===== src/hw/sensor_phase_pkg.sv =====
package sensor_phase_pkg;

  // bus widths
  localparam int RAW_W   = 12;  // sensor data pads
  localparam int PIX_W   = 14;  // packed pixel out
  localparam int LINE_W  = 14;  // line length counter
  localparam int PHASE_W = 3;   // sync phase, whole clock cycles
  localparam int CMD_W   = 6;

  // command word bits for the sync phase
  localparam int CMD_BIT_PHASE_UP = 4;
  localparam int CMD_BIT_PHASE_DN = 5;  // both up and dn together reset phase to 0

  localparam int SYNC_TAPS   = 8;  // one tap per phase value
  localparam int PIX_LATENCY = 8;  // pads to o_pixel, cycles

  // pixel delay stages after the input sample and pack registers
  localparam int PIX_PIPE_DEPTH = PIX_LATENCY - 2;

  typedef logic [RAW_W-1:0]   raw_pixel_t;
  typedef logic [PIX_W-1:0]   pixel_t;
  typedef logic [LINE_W-1:0]  line_len_t;
  typedef logic [PHASE_W-1:0] sync_phase_t;
  typedef logic [CMD_W-1:0]   sensor_cmd_t;

  // frame/line sync pair, pads through to the output stage
  typedef struct packed {
    logic vact;
    logic hact;
  } sync_t;

  // bit mode select, both low means 10 bit
  typedef struct packed {
    logic mode_12;  // 12 bit (also set together with mode_14 is fine)
    logic mode_14;  // 14 bit, low two bits from vact/hact pins
  } pixel_mode_t;

endpackage


===== src/hw/sync_phase_adjust.sv =====
`timescale 1ns/1ps

module sync_phase_adjust
  import sensor_phase_pkg::*;
(
  input  logic        gclk_idata,
  input  logic        reset_rq,
  input  logic        i_wcmd,   // strobe for i_cmd
  input  sensor_cmd_t i_cmd,
  input  sync_t       i_sync,   // hact/vact straight from the pads
  output sync_t       o_sync    // delayed by 2 + phase
);

  sync_phase_t phase;                 // current sync delay vs data
  sync_t       sync_dl [SYNC_TAPS];   // [0] is the registered pad sync
  logic        cmd_up;
  logic        cmd_dn;

  assign cmd_up = i_wcmd && i_cmd[CMD_BIT_PHASE_UP];
  assign cmd_dn = i_wcmd && i_cmd[CMD_BIT_PHASE_DN];

  // phase register, wraps modulo 8
  always_ff @(posedge gclk_idata or posedge reset_rq) begin
    if (reset_rq) begin
      phase <= '0;
    end else if (cmd_up && cmd_dn) begin
      phase <= '0;                            // reset command
    end else if (cmd_up) begin
      phase <= phase + sync_phase_t'(1);      // sync later
    end else if (cmd_dn) begin
      phase <= phase - sync_phase_t'(1);      // sync earlier
    end
  end

  // tapped delay line, tap k is k+1 cycles behind the pads
  always_ff @(posedge gclk_idata or posedge reset_rq) begin
    if (reset_rq) begin
      sync_dl <= '{default: '0};
    end else begin
      sync_dl[0] <= i_sync;
      for (int i = 1; i < SYNC_TAPS; i++) begin
        sync_dl[i] <= sync_dl[i-1];
      end
    end
  end

  // pick the tap, one more register so phase 0 means 2 cycles
  always_ff @(posedge gclk_idata or posedge reset_rq) begin
    if (reset_rq) begin
      o_sync <= '0;
    end else begin
      o_sync <= sync_dl[phase];  // new phase takes effect right after the command
    end
  end

endmodule


===== src/hw/alt_sync_decoder.sv =====
`timescale 1ns/1ps

module alt_sync_decoder
  import sensor_phase_pkg::*;
(
  input  logic  gclk_idata,
  input  logic  reset_rq,
  input  logic  i_mode_alt,   // 1 - take sync from the combined pad
  input  logic  i_sync_alt,   // combined pad: 1 cycle = vact, longer = hact
  input  sync_t i_sync,       // phased sensor sync
  output sync_t o_sync
);

  logic [2:0] alt_hist;  // [0] newest pad sample, [1] the one being decoded
  logic       alt_hact;
  logic       alt_vact;

  // middle sample with any high neighbour belongs to a run
  assign alt_hact = alt_hist[1] && (alt_hist[0] || alt_hist[2]);
  // isolated single cycle
  assign alt_vact = alt_hist[1] && !alt_hist[0] && !alt_hist[2];

  always_ff @(posedge gclk_idata or posedge reset_rq) begin
    if (reset_rq) begin
      alt_hist <= '0;
    end else begin
      alt_hist <= {alt_hist[1:0], i_sync_alt & i_mode_alt};  // idle when alt mode is off
    end
  end

  // select and register, one cycle in sensor mode
  always_ff @(posedge gclk_idata or posedge reset_rq) begin
    if (reset_rq) begin
      o_sync <= '0;
    end else if (i_mode_alt) begin
      o_sync.vact <= alt_vact;
      o_sync.hact <= alt_hact;
    end else begin
      o_sync <= i_sync;
    end
  end

endmodule


===== src/hw/pixel_packer.sv =====
`timescale 1ns/1ps

module pixel_packer
  import sensor_phase_pkg::*;
(
  input  logic        gclk_idata,
  input  logic        reset_rq,
  input  pixel_mode_t i_mode,   // static while streaming
  input  raw_pixel_t  i_di,     // sensor data pads
  input  sync_t       i_sync,   // pad sync, not phased
  output pixel_t      o_pixel
);

  raw_pixel_t di_q;                     // pad sample
  sync_t      sync_q;                   // pad vact/hact, same cycle as di_q
  pixel_t     pix_pack;
  pixel_t     pix_dl [PIX_PIPE_DEPTH];  // latency padding up to PIX_LATENCY
  logic [1:0] pix_mid;                  // bits 3:2
  logic [1:0] pix_low;                  // bits 1:0

  // 12/14 bit keep the two low data bits, else zero
  assign pix_mid = (i_mode.mode_12 || i_mode.mode_14) ? di_q[1:0] : 2'b00;
  // 14 bit mode borrows the sync pins as extra data
  assign pix_low = i_mode.mode_14 ? {sync_q.vact, sync_q.hact} : 2'b00;

  always_ff @(posedge gclk_idata or posedge reset_rq) begin
    if (reset_rq) begin
      di_q     <= '0;
      sync_q   <= '0;
      pix_pack <= '0;
    end else begin
      di_q     <= i_di;
      sync_q   <= i_sync;
      pix_pack <= {di_q[RAW_W-1:2], pix_mid, pix_low};  // upper ten bits on top
    end
  end

  // o_pixel is zero until real data reaches the end
  always_ff @(posedge gclk_idata or posedge reset_rq) begin
    if (reset_rq) begin
      pix_dl <= '{default: '0};
    end else begin
      pix_dl[0] <= pix_pack;
      for (int i = 1; i < PIX_PIPE_DEPTH; i++) begin
        pix_dl[i] <= pix_dl[i-1];
      end
    end
  end

  assign o_pixel = pix_dl[PIX_PIPE_DEPTH-1];

endmodule


===== src/hw/sync_output_stage.sv =====
`timescale 1ns/1ps

module sync_output_stage
  import sensor_phase_pkg::*;
(
  input  logic      gclk_idata,
  input  logic      reset_rq,
  input  sync_t     i_sync,         // selected sync, phased or alt
  input  logic      i_pad_hact,     // raw pad hact, used for the regen latch only
  input  logic      i_hact_regen,   // 1 - line length from i_hact_length
  input  line_len_t i_hact_length,  // pixels per line
  output logic      o_shact,
  output logic      o_svact,        // frame start pulse
  output logic      o_fvact         // frame end pulse
);

  logic       regen_q;      // regen mode, changed only between lines
  logic [1:0] hact_run;     // hact history, only counts when regenerating
  logic       hact_mark;    // full hact, or 2-cycle start mark in regen mode
  logic       hact_mark_q;
  logic       hact_start;
  logic       hact_stop;
  line_len_t  hact_cnt;     // cycles left in the current line
  logic       vact_q;
  logic       vact_qq;

  // regen mode latch, both pad and output hact must be low so no short line
  always_ff @(posedge gclk_idata or posedge reset_rq) begin
    if (reset_rq) begin
      regen_q <= 1'b0;
    end else if (!i_pad_hact && !o_shact) begin
      regen_q <= i_hact_regen;
    end
  end

  // with regen off hact_run stays 0 and the mark copies hact
  always_ff @(posedge gclk_idata or posedge reset_rq) begin
    if (reset_rq) begin
      hact_run    <= '0;
      hact_mark   <= 1'b0;
      hact_mark_q <= 1'b0;
    end else begin
      hact_run    <= {hact_run[0], i_sync.hact && regen_q};
      hact_mark   <= (i_sync.hact && !hact_run[0]) ||  // first cycle
                     (hact_run[0] && !hact_run[1]);    // second cycle
      hact_mark_q <= hact_mark;
    end
  end

  assign hact_start = hact_mark && !hact_mark_q;
  // counted length in regen mode, else follow the mark
  assign hact_stop  = regen_q ? (hact_cnt == line_len_t'(1)) : !hact_mark;

  always_ff @(posedge gclk_idata or posedge reset_rq) begin
    if (reset_rq) begin
      o_shact <= 1'b0;
    end else if (hact_start) begin
      o_shact <= 1'b1;
    end else if (hact_stop) begin
      o_shact <= 1'b0;
    end
  end

  // preload while idle, count down over the line
  always_ff @(posedge gclk_idata or posedge reset_rq) begin
    if (reset_rq) begin
      hact_cnt <= '0;
    end else if (!o_shact) begin
      hact_cnt <= i_hact_length;
    end else begin
      hact_cnt <= hact_cnt - line_len_t'(1);
    end
  end

  // vact edges, two cycles after the input edge
  always_ff @(posedge gclk_idata or posedge reset_rq) begin
    if (reset_rq) begin
      vact_q  <= 1'b0;
      vact_qq <= 1'b0;
      o_svact <= 1'b0;
      o_fvact <= 1'b0;
    end else begin
      vact_q  <= i_sync.vact;
      vact_qq <= vact_q;
      o_svact <= vact_q && !vact_qq;  // rise
      o_fvact <= !vact_q && vact_qq;  // fall
    end
  end

endmodule


===== src/hw/sensor_phase_top.sv =====
`timescale 1ns/1ps

module sensor_phase_top
  import sensor_phase_pkg::*;
(
  input  logic        gclk_idata,
  input  logic        reset_rq,
  input  logic        i_wcmd,
  input  sensor_cmd_t i_cmd,
  input  logic        i_hact,
  input  logic        i_vact,
  input  raw_pixel_t  i_di,
  input  logic        i_sync_alt,
  input  logic        i_mode_alt,
  input  pixel_mode_t i_mode,
  input  logic        i_hact_regen,
  input  line_len_t   i_hact_length,
  output pixel_t      o_pixel,
  output logic        o_shact,
  output logic        o_svact,
  output logic        o_fvact
);

  sync_t pad_sync;     // straight from the pins
  sync_t phased_sync;  // after the phase delay
  sync_t sel_sync;     // phased or alt pad

  assign pad_sync.vact = i_vact;
  assign pad_sync.hact = i_hact;

  sync_phase_adjust u_phase (
    .gclk_idata (gclk_idata),
    .reset_rq   (reset_rq),
    .i_wcmd     (i_wcmd),
    .i_cmd      (i_cmd),
    .i_sync     (pad_sync),
    .o_sync     (phased_sync)
  );

  alt_sync_decoder u_alt (
    .gclk_idata (gclk_idata),
    .reset_rq   (reset_rq),
    .i_mode_alt (i_mode_alt),
    .i_sync_alt (i_sync_alt),
    .i_sync     (phased_sync),
    .o_sync     (sel_sync)
  );

  pixel_packer u_pack (
    .gclk_idata (gclk_idata),
    .reset_rq   (reset_rq),
    .i_mode     (i_mode),
    .i_di       (i_di),
    .i_sync     (pad_sync),  // low bits use the unphased pins
    .o_pixel    (o_pixel)
  );

  sync_output_stage u_out (
    .gclk_idata    (gclk_idata),
    .reset_rq      (reset_rq),
    .i_sync        (sel_sync),
    .i_pad_hact    (i_hact),
    .i_hact_regen  (i_hact_regen),
    .i_hact_length (i_hact_length),
    .o_shact       (o_shact),
    .o_svact       (o_svact),
    .o_fvact       (o_fvact)
  );

endmodule


===== config.mk =====
export PLATFORM = sky130hd
export DESIGN_NAME = sensor_phase_top
export DESIGN_NICKNAME = d
export VERILOG_FILES = /design/src/hw/sensor_phase_pkg.sv /design/src/hw/sync_phase_adjust.sv /design/src/hw/alt_sync_decoder.sv /design/src/hw/pixel_packer.sv /design/src/hw/sync_output_stage.sv /design/src/hw/sensor_phase_top.sv
export SDC_FILE = /design/constraint.sdc
export NUM_CORES = 1
export LEC_CHECK = 0
export BUFFER_PORTS_ARGS = -buffer_cell sky130_fd_sc_hd__clkbuf_2
export CORE_MARGIN = 5
export CORE_UTILIZATION = 45
export DETAILED_ROUTE_END_ITERATION = 7
export PLACE_DENSITY = 0.73
export SLEW_MARGIN = 40
export SYNTH_ARGS = -nofsm -noshare
export SYNTH_HDL_FRONTEND = slang
export SYNTH_SLANG_ARGS = --single-unit

===== constraint.sdc =====
create_clock -name gclk_idata -period 6.5 [get_ports gclk_idata]
set_input_delay 1.3 -clock gclk_idata [delete_from_list [all_inputs] [get_ports gclk_idata]]
set_output_delay 1.3 -clock gclk_idata [all_outputs]
set_load 0.005 [all_outputs]

==> run metrics <==
Post-layout nets=399; area leader, netlist=dfrtp_1; row cnt=38; CP required=5200 ps; Die Area=13300 sq um; WP buf/inv=1; Min-Delay Endpoint=u_pack.pix_pack[11]$_DFF_PP0_; Syn Inst Count=301; Final Hold Viols=0; Area Growth Syn to Fin=17.2%; Rel. slew slack=57.4%; number of synthesized flops with an enable pin=0; register area share after synthesis=80.3%; Final setup viols=0; CTS tree=done; Routed WL=6650 um; Root Driver=clkbuf_8; # hold bufs at CTS=0; CTS H-tree depth=4; post-detailed-route wirelength per cell=13.1 um; via count=2411; Worst path max stage delay=710 ps; Synth Warn #=0; CTS Buf Count=17; Worst Slack Setup Final=3760 ps; post-synthesis average cell area=16.6 sq um; filler cell count=894; I/O Buffers=54; Least-Margin Pin Slew=639 ps; max-slew violation count=0; hpwl dp=4080 um; hold_sp=u_pack.di_q[9]$_DFF_PP0_; Hold Path Class=reg2reg; clk buf depth=2; power per cell area=404 nW/um^2; Synth top area share=80.3%; slowest CP cell=dfrtp_2; global-route wire length before repair=11800 um; GPL Wtd Cong=0.794; grt ovf=0; Crit Path Category=reg2out; fraction of layout cells with a size suffix above 1=26.2%; die width=115 um; total iterations of the first detailed-routing run=4; Initial Utilization=46.0%; top-level I/O count=59; most frequent cells in the layout=159 x dfrtp_1, 54 x clkbuf_2, 16 x clkbuf_16, 13 x nor2_1; RSZ-0062 raised after global routing=false; largest net degree at the start of global routing=99; crit path capture type=primary output; maximum fanout along the worst path=35; Pleak=2.65 nW; Synth area leaders=dfrtp_1 80%, buf_4 2.1%, mux4_2 1.8%; Post-Syn Area=4980 sq um; Worst Path Arrival=1440 ps; register bit total from synthesis=160; fin crit period=2740 ps; most common cell after layout, fill and taps aside=dfrtp_1; DRT iter0 DRCs=206; post-route clock skew=8.99 ps; Resize count post-CTS=0; fmax=365 MHz; fin util=53.9%; syn_nets=346; capturing point of the worst reg2reg path=u_out.hact_cnt[10]$_DFF_PP0_; Worst Hold Depth=0; setup TNS=0 ps; Critical Path Source=u_out.o_shact$_DFFE_PP0P_; Post-CTS Setup Repair Bufs=0; worst reg2reg setup slack=4320 ps; Core ar.=10800 sq um; Routed Antenna Nets=0; Reg2Reg Depth=5; Clk Latency, worst-skew pair=520 ps; CTS clk-pin slew, worst paths=60 ps; max cap viols=0; worst vdd ir=0.176 mV; Worst Setup Start Kind=flop; Post-synth ARST share=100%; Cell variety after synth=46; status=completed; final cycle utilization of the critical path=42.1%; worst-path cell chain=clkbuf_2; Total GRT Usage=11.7%; dominant synthesized flop cell=dfrtp_1; diode count=0; pre-CTS WS=3640 ps; clock sink count=160; r2r startpoint=u_out.hact_cnt[0]$_DFF_PP0_; DR vias/cell=4.76; number of antenna violations at the first check in global routing=0; CP top delay family=flip-flops; die height=115 um; via count of the first global-routing pass=2614; DRC=0
-- routing by layer --
metal	wire length (um)	part of all wire (%)	track usage, %	vias to the layer above
met2	3170	48	17.3	65
met1	2880	43	14.4	1205
met5	0	0	0	-
met3	430	6.5	4.63	11
met4	172	2.6	7.59	0
li1	-	-	-	1130
-- how the worst max path moves through the flow --
stage / endpoint / slack, ps / cells past startpoint
2_1_floorplan: u_alt.alt_hist[0]$_DFF_PP0_ / 880 / 1
3_3_place_gp: u_phase.sync_dl[10]$_DFF_PP0_ / 3730 / 3
3_5_place_dp: u_phase.phase[1]$_DFFE_PP0P_ / 3640 / 3
4_1_cts: o_shact / 3740 / 1
5_1_grt: o_shact / 3650 / 1
6_report: o_shact / 3760 / 1
-- final cells by class --
| cell class | count | area [sq um] | share of cell area, % |
|---|---|---|---|
| flip-flops and latches | 160 | 4010 | 68.6 |
| inverters | 10 | 45.0 | 0.771 |
| well taps | 140 | 175 | 3.00 |
| repair buffers | 55 | 282 | 4.82 |
| clock inverters | 10 | 81.3 | 1.39 |
| multi-input cells | 110 | 811 | 13.9 |
| clock buffers | 22 | 443 | 7.58 |
-- sequential cells by signal, indices dropped and copies added, names as in the netlist, 3 cells and up --
name	flops
u_pack.pix_pack	14
u_phase.sync_dl	14
u_pack.di_q	12
u_phase.phase	3
u_alt.alt_hist	3
u_pack.o_pixel	14
u_pack.pix_dl	70
u_out.hact_cnt	14
-- cell usage after synthesis, types with 2 or more instances --
cell type  number
a21oi_1         5
a31oi_1         9
and2_1          4
buf_4          14
clkbuf_1        6
dfrtp_1       160
ha_1            2
inv_1          10
mux2_2          4
mux4_2          4
nand2_1         5
nand3_1         4
nand4_1         2
nor2_1         13
nor2b_1         4
nor3_1          2
nor4_1          4
o21a_1          4
o21ai_0         5
o221ai_1        2
o311ai_0        2
o31ai_1         3
o41ai_1         2
or2_2           2
or3_1           5
or4_1           3
xnor2_1         2
-- cell families after synthesis --
group                    synth area share, %
flip-flops                              80.3
AND/OR/NAND/NOR                         6.83
AO/OA/AOI/OAI                           5.10
buffers and inverters                   3.41
multiplexers                            2.91
XOR/XNOR                               0.527
adder cells (fa/ha/maj)                0.904
-- power by group --
| part | internal (mW) | switching (mW) |
|---|---|---|
| logic | 0.136 | 0.115 |
| registers | 1.12 | 0.134 |
| clock network | 0.483 | 0.372 |
| total | 1.74 | 0.621 |
-- stage by stage --
stage	total power, mW	hold WS, ps	cells	area [sq um]
2_1_floorplan	1.44	331	301	4980
3_3_place_gp	1.50	332	475	5310
3_5_place_dp	1.52	335	475	5310
4_1_cts	2.39	345	507	5840
5_1_grt	2.49	352	507	5840
6_report	2.36	343	507	5840
(Power assumes the default switching activity.)
